===== src/hdl/xbar_pkg.sv =====
package xbar_pkg;

   // crossbar shape
   parameter int NUM_CH   = 3; // request channels
   parameter int NUM_BANK = 4; // cache banks, power of two
   parameter int DEPTH    = 5; // entries per channel buffer

   // channel index as seen on the hit-test port
   typedef logic [$clog2(NUM_CH)-1:0] ch_id_t;

   // slot index inside one channel buffer
   typedef logic [$clog2(DEPTH)-1:0] entry_t;

   // hit-test opcode, only two bits survive past the channel
   typedef enum logic [1:0] {
      OP_READ       = 2'd0,
      OP_WRITE      = 2'd1,
      OP_FLUSH      = 2'd2,
      OP_INVALIDATE = 2'd3
   } op_e;

   // split view of a line address
   typedef struct packed {
      logic [31:10] tag;  // compared in the bank
      logic [9:8]   bank; // bank steering
      logic [7:5]   set;  // set inside the bank
      logic         sub;  // half line, bit 4
   } line_fld_t;

   // line address, bits 31:4 of the byte address
   // buffer reads the bank field, arbiter reads the set field
   typedef union packed {
      logic [31:4] raw;
      line_fld_t   fld;
   } line_addr_t;

endpackage


===== src/hdl/bank_arbiter.sv =====
`timescale 1ns/1ns

module bank_arbiter #(
   parameter int NUM_CH = 3
) (
   input  logic                 clk,
   input  logic                 rstn,
   // heads from the channel buffers
   input  logic                 has_entry [NUM_CH],
   input  xbar_pkg::op_e        head_op   [NUM_CH],
   input  xbar_pkg::line_addr_t head_addr [NUM_CH],
   output logic                 grant     [NUM_CH],
   // hit-test port
   output logic                 htu_valid,
   input  logic                 htu_enable,
   output xbar_pkg::ch_id_t     htu_channel_id,
   output xbar_pkg::op_e        htu_op,
   output xbar_pkg::line_addr_t htu_addr,
   output logic [2:0]           htu_set
);

   import xbar_pkg::*;

   ch_id_t last_grant; // round robin origin
   ch_id_t pick;       // fresh arbitration result
   logic   pick_any;

   // lock while the port stalls so the payload stays put
   logic   hold;
   ch_id_t hold_ch;

   ch_id_t sel;
   logic   xfer;

   // next channel with work after the last winner
   rr_pick #(
      .N         (NUM_CH),
      .INCLUSIVE (1'b0)
   ) u_chan (
      .start (last_grant),
      .mask  (has_entry),
      .found (pick),
      .any   (pick_any)
   );

   // held channel keeps its head since only our grant clears it
   assign sel       = hold ? hold_ch : pick;
   assign htu_valid = hold | pick_any;
   assign xfer      = htu_valid & htu_enable;

   // mux the chosen head out
   assign htu_channel_id = sel;
   assign htu_op         = head_op[sel];
   assign htu_addr       = head_addr[sel];
   assign htu_set        = head_addr[sel].fld.set; // set view of the union

   // one-hot grant back to the winning channel
   always_comb begin
      for (int c = 0; c < NUM_CH; c++) begin
         grant[c] = xfer && (sel == ch_id_t'(c));
      end
   end

   always_ff @(posedge clk) begin
      if (!rstn) begin
         last_grant <= '0;
         hold       <= 1'b0;
      end else begin
         hold <= htu_valid & ~htu_enable; // stalled this cycle
         if (xfer) begin
            last_grant <= sel;
         end
      end
   end

   // only read back while hold is set
   always_ff @(posedge clk) begin
      hold_ch <= sel;
   end

endmodule


===== src/hdl/rr_pick.sv =====
`timescale 1ns/1ns

module rr_pick #(
   parameter int N         = 4,
   parameter bit INCLUSIVE = 1'b1
) (
   input  logic [$clog2(N)-1:0] start, // search origin
   input  logic                 mask [N],
   output logic [$clog2(N)-1:0] found,
   output logic                 any
);

   localparam int W = $clog2(N);

   // walk the ring once starting at start or one past it
   // exclusive mode leaves start itself for the very end
   always_comb begin
      int idx;
      found = '0;
      any   = 1'b0;
      for (int k = 0; k < N; k++) begin
         idx = int'(start) + k;
         if (!INCLUSIVE) begin
            idx = idx + 1; // skip origin first
         end
         if (idx >= N) begin
            idx = idx - N; // wrap, never beyond 2N
         end
         if (mask[idx] && !any) begin
            found = W'(idx); // first hit wins
            any   = 1'b1;
         end
      end
   end

endmodule


===== config.mk =====
export PLATFORM = sky130hd
export DESIGN_NAME = bank_arbiter
export DESIGN_NICKNAME = d
export VERILOG_FILES = /design/src/hdl/xbar_pkg.sv /design/src/hdl/bank_arbiter.sv /design/src/hdl/rr_pick.sv
export SDC_FILE = /design/constraint.sdc
export NUM_CORES = 1
export LEC_CHECK = 0
export BUFFER_PORTS_ARGS = -buffer_cell sky130_fd_sc_hd__buf_4
export CAP_MARGIN = 30
export CORE_AREA = 2 2 63 65
export CTS_CLUSTER_DIAMETER = 60
export DETAILED_ROUTE_END_ITERATION = 10
export DIE_AREA = 0 0 65 67
export PLACE_DENSITY = 0.8
export SLEW_MARGIN = 20
export SYNTH_ARGS = -nofsm -noshare
export SYNTH_HDL_FRONTEND = slang
export SYNTH_HIERARCHICAL = 1
export SYNTH_SLANG_ARGS = --single-unit

===== constraint.sdc =====
create_clock -name clk -period 2.7 [get_ports clk]
set_input_delay 0.135 -clock clk [delete_from_list [all_inputs] [get_ports clk]]
set_output_delay 0.135 -clock clk [all_outputs]
set_load 0.05 [all_outputs]

## Yosys cells after proc, flatten, opt, wreduce, memory -nomap -nowiden

Cells that the tools add are included.

| operators by class | value |
|---|---|
| $lt $le $gt $ge | 7 |
| bitwise gates (word level) | 8 |
| add/subtract/negate cells | 7 |
| multiplexer cells | 25 |
| equality and inequality tests | 2 |
| reduce and logical (&&, ||, !) cells | 8 |

Operators with widths:

| operator | number |
|---|---|
| >= comparator 32 x 3 -> 1 bit, second input constant | 5 |
| 2-to-1 mux 32 bit | 3 |
| inverter 32 bit | 3 |
| adder 32 x 2 -> 32 bit, second input constant | 2 |
| subtractor 32 x 3 -> 32 bit, second input constant | 2 |
| binary-select mux 28 bit (select 2 bit) | 1 |
| 2-to-1 mux 28 bit | 2 |
| 2-to-1 mux 2 bit | 6 |
| 2-to-1 mux 1 bit | 9 |
| binary-select mux 1 bit (select 2 bit) | 3 |
| logical AND 1 bit | 5 |
| binary-select mux 2 bit (select 2 bit) | 1 |
| subtractor 3 x 2 -> 4 bit, second input constant | 1 |
| adder 2 x 1 -> 3 bit, second input constant | 1 |
| adder 2 x 2 -> 3 bit, second input constant | 1 |
| >= comparator 3 x 2 -> 1 bit, second input constant | 1 |
| >= comparator 3 bit, second input constant | 1 |
| inverter 2 -> 3 bit | 1 |
| bitwise AND 1 bit | 2 |
| == test 2 x 1 -> 1 bit, second input constant | 1 |
| == test 2 bit, second input constant | 1 |
| zero test 1 bit | 2 |
| zero test 2 bit | 1 |
| inverter 1 bit | 1 |
| bitwise OR 1 bit | 1 |

| storage, ports and cells | value |
|---|---|
| logic and storage cells | 60 |
| bits in registers | 5 |

## Depth between registers and ports, before layout

| depth | value |
|---|---|
| depth in word-level cells | 19 |
| mapped depth | 11 |
| depth with buffers taken out | 8 |

## Cells and area by module

Netlist, hierarchy kept.

Modules (own cells, without submodules):

| module | times used | cells each | area an instance (um^2) | seq. area each (um^2) |
|---|---|---|---|---|
| bank_arbiter | 1 | 91 | 1,068.5 | 100.1 |
| rr_pick | 1 | 29 | 205.2 | 0.0 |

## Least setup slack after synthesis

No wires, ideal clock.

| path | value |
|---|---|
| path type | register to output |
| start | register last_grant[0] |
| end | output htu_set[0] |
| arrival | 2.612 ns |
| slack | -0.047 ns |
| path buffers | 3 |
| cell stages (with the launch flop) | 11 |
| cell sequence | dfxtp_1 inv_1 ha_1 buf_2 nand2b_1 a221oi_2 mux2i_4 buf_6 mux2i_1 o2bb2ai_2 buf_4 |

RTL lines:

| element | line | text |
|---|---|---|
| start, declared | bank_arbiter.sv:24 | `ch_id_t last_grant;` |
| start signal, assigned | bank_arbiter.sv:71 | `last_grant <= sel;` |
| end, declared | bank_arbiter.sv:19 | `output logic [2:0] htu_set` |

==> impl_summary.txt <==
----------------------------------------------------
[Power]
  Cell area power density ... 1130 nW/um^2
  Worst voltage drop across the vdd grid ... 749 uV
  Leakage dissipation ... ~1.2 nW

[Timing]
  Worst Tran Pin Value ... approximately 0.32 ns
  Unrepaired setup endpoints after global routing ... no
  Number of hold violations in the final report ... 0
  Final sum of negative setup slack ... 0 ns
  Relative max-transition margin ... 78.8%
  Slew Limit Fails ... 0
  Share of the clock period used by the worst path ... 94.4%
  Final setup violating endpoints ... 0
  Highest attainable clock frequency ... 0.392 GHz
  Final critical path time including I/O delays and setup ... around 2.6 ns
  Fin Clk Skew ... 0.00371 ns

[CTS]
  Number of H-tree branching levels ... 1
  Reg clk slew, reported paths ... 0.04 ns
  Total number of clock tree sinks ... 5
  Clock Tree Root ... clkbuf_8
  Buffer levels on the longest clock path ... 2
  CTS tree ... yes
  CTS buffer count ... 3
  Source-to-sink clock delay at the later pin of the worst-skew pair ... 0.23 ns

[Final layout]
  Most common cell after layout, fill and taps aside ... buf_4
  Layout Nets ... 350
  Commonest cells after routing, fill and taps aside ... 136 x buf_4, 29 x mux2i_1, 27 x o2bb2ai_2, 6 x inv_1, 5 x nor2_1
  Design Area, Final ... around 2400 sq um
  Total area of multi-input combinational cells ... 1100 sq um
  Antenna Cells ... 0
  Register area ... between 100 and 150 sq um
  Filler instances ... 310
  Fraction of final layout cells with drive strength greater than 1 ... roughly 73%
  Area growth syn-to-layout ... 87.9%

[Critical path]
  Flop2flop setup slack ... 0.61 ns
  Signal arrival time at the worst endpoint ... between 2 and 2.5 ns
  Cell family with the largest share of critical-path delay ... multiplexers
  Crit path largest cell delay ... 0.35 ns
  Number of buffer and inverter stages on the critical path ... 3
  Endpoint class of the critical path ... output port
  Critical path's slowest cell ... dfxtp_1
  Crit-path max FO ... 29
  Required time at the worst-slack endpoint ... 2.57 ns
  Crit Path Class ... flip-flop to output port
  Critical path, cell by cell ... inv_1 > ha_1 > o22ai_1 > a221oi_2 > mux2i_4 > buf_12 > mux2i_2 > o2bb2ai_4 > buf_4
  Type of origin of the critical path ... flip-flop
  Logic depth of the worst setup path including buffers ... 9
  Register-to-Register Path Depth ... 9

[Synth]
  Net Count, Synth ... approximately 220
  Number of warning messages in the yosys log ... 6
  Flop and latch count out of synthesis ... 5
  Combinational family with the most area after synthesis ... compound AO/OA/AOI/OAI gates
  Dominant cell type by area after synthesis ... o2bb2ai_2
  Post-synthesis share of cell area spent on full adders, half adders and majority gates ... about 3%
  Basic-gate share of the synthesized area counting and, or, nand and nor cells ... 8.35%
  Per-instance average area after synthesis ... 10.6 sq um
  Portion of netlist area occupied by mux cells ... 27.4%
  Cell Area, Synth ... 1270 sq um
  Largest cells by area after synthesis ... o2bb2ai_2 35%, mux2i_1 24%, dfxtp_1 7.9%
  Number of standard cells after synthesis ... 120
  Fraction of synthesized cell area taken by the top area cell type ... 35.4%
  Synth Area in XOR/XNOR ... 0%
  Synth cell types ... 32
  Seq/Total Area, Yosys ... 7.86%
  Post-synthesis compound-gate area fraction ... 43.0%

[Drt]
  Number of optimization iterations in the first detailed-route pass ... 3
  Initial detailed-routing violation count ... 92
  DRT antenna net count ... 0
  Drt total wl ... between 4 and 5 mm
  Via density per instance ... 4.94
  Number of vias in the routed layout ... between 1k and 1.5k
  Routed WL per cell ... 15.4 um
  DRC viols ... 0

[Run status]
  Run status ... complete, no violations

[Floorplan]
  Core area ... 3610 sq um
  Die Wd ... roughly 65 um
  Initial core utilization ... 35.3%
  Die H ... 67 um
  Cell Rows ... 22
  Full die area ... 4360 sq um
  I/O pin count ... 135

[Placed design]
  Port buffer count ... 134
  RD Place Congestion ... 0.787
  Post-DP HPWL ... about 3.7 mm
  Cell area reported after detailed placement ... 2310 sq um

[Hold path]
  Min-delay worst type ... primary input to flip-flop
  Worst hold stages ... 2

[Global route]
  Pin count of the biggest net entering global routing ... 35
  Global routing usage on met2 ... about 37%
  Met3 Use GR ... 4.56%
  Wire length of the first global-routing pass ... 6.78 mm
  Top Usage Layer GRT ... met2
  Initial antenna violation count ... 0
  Total congestion overflow ... 0
  Gr usage total ... roughly 20%
  Global routing usage on met1 ... around a quarter
  Number of global-route vias before repair ... 1,472

[Job]
  Max-cap check violation count ... 0

----------------------------------------------------
area by class of cell:
type | instances | share of cell area (%)
multi-input cells | 97 | 46.1
clock buffers | 4 | 1.88
repair buffers | 138 | 44.3
inverters | 6 | 0.941
flip-flops and latches | 5 | 4.23
well taps | 48 | 2.51
worst register-to-register path: cells and delay by family (launching register included):
family	cells	cell delay [ns]
buf+inv	2	0.36
compound gates	3	0.47
fa+ha+maj	1	0.28
mux	1	0.25
flops	1	0.35
simple gates	2	0.33
logic make-up after synthesis:
logic type / after synthesis
adder cells (fa/ha/maj): 3
multiplexers: 33
AND/OR/NAND/NOR: 18
AO/OA/AOI/OAI: 42
flip-flops: 5
buffers and inverters: 19
cell usage after synthesis (all sizes together):
master / instances
a21oi: 1
or2: 1
o211a: 2
mux2i: 31
nand4b: 1
nand2: 1
a21boi: 2
o21a: 1
o22ai: 2
dfxtp: 5
and3b: 1
inv: 6
and3: 1
mux2: 2
nand2b: 4
o21ai: 2
nor2: 5
nor2b: 1
nand3: 1
ha: 3
and2: 2
a221oi: 1
buf: 13
o2111ai: 1
o2bb2ai: 30
final timing paths:
check	endpoint	startpoint
max reg2reg	last_grant[1]$_SDFFE_PN0P_	last_grant[1]$_SDFFE_PN0P_
min reg2reg	last_grant[1]$_SDFFE_PN0P_	last_grant[1]$_SDFFE_PN0P_
max	htu_addr[3]	last_grant[1]$_SDFFE_PN0P_
min	last_grant[1]$_SDFFE_PN0P_	rstn
what timing repair did:
| action | CTS | global route |
|---|---|---|
| hold buffers | 0 | 0 |
| pin swaps | 0 | 1 |
| gates resized for setup | 4 | 1 |
| setup endpoints to repair | 35 | 32 |
| cloned | 1 | 0 |
| setup buffers | 2 | 0 |
through the flow:
step	power (mW)	setup WS, ns	cells	hold WS [ns]	util (%)
detailed placement	2.53	0.0897	291	0.383	64.0
floorplan	1.94	0.00776	120	0.268	-
finish	2.71	0.150	298	0.152	66.4
global placement	2.51	0.0908	291	0.378	64.0
global route	2.82	0.0374	298	0.163	66.4
CTS	2.73	0.0975	298	0.146	66.3
power by group:
group	total, mW	internal [mW]	switching, mW
Combinational	2.45	0.862	1.59
Clock	0.141	0.102	0.0393
Sequential	0.117	0.0978	0.0192
sequential cells by signal, summed over array words and instances, names as in the netlist:
register,count
hold,1
last_grant,2
hold_ch,2
layer usage:
layer | wire length (um) | part of all wire, %
met3 | 264 | 5.8
met4 | 99 | 2.2
met5 | 0 | 0
met1 | 1760 | 38
met2 | 2460 | 54
Note: power is estimated with default switching activity, not from simulation.
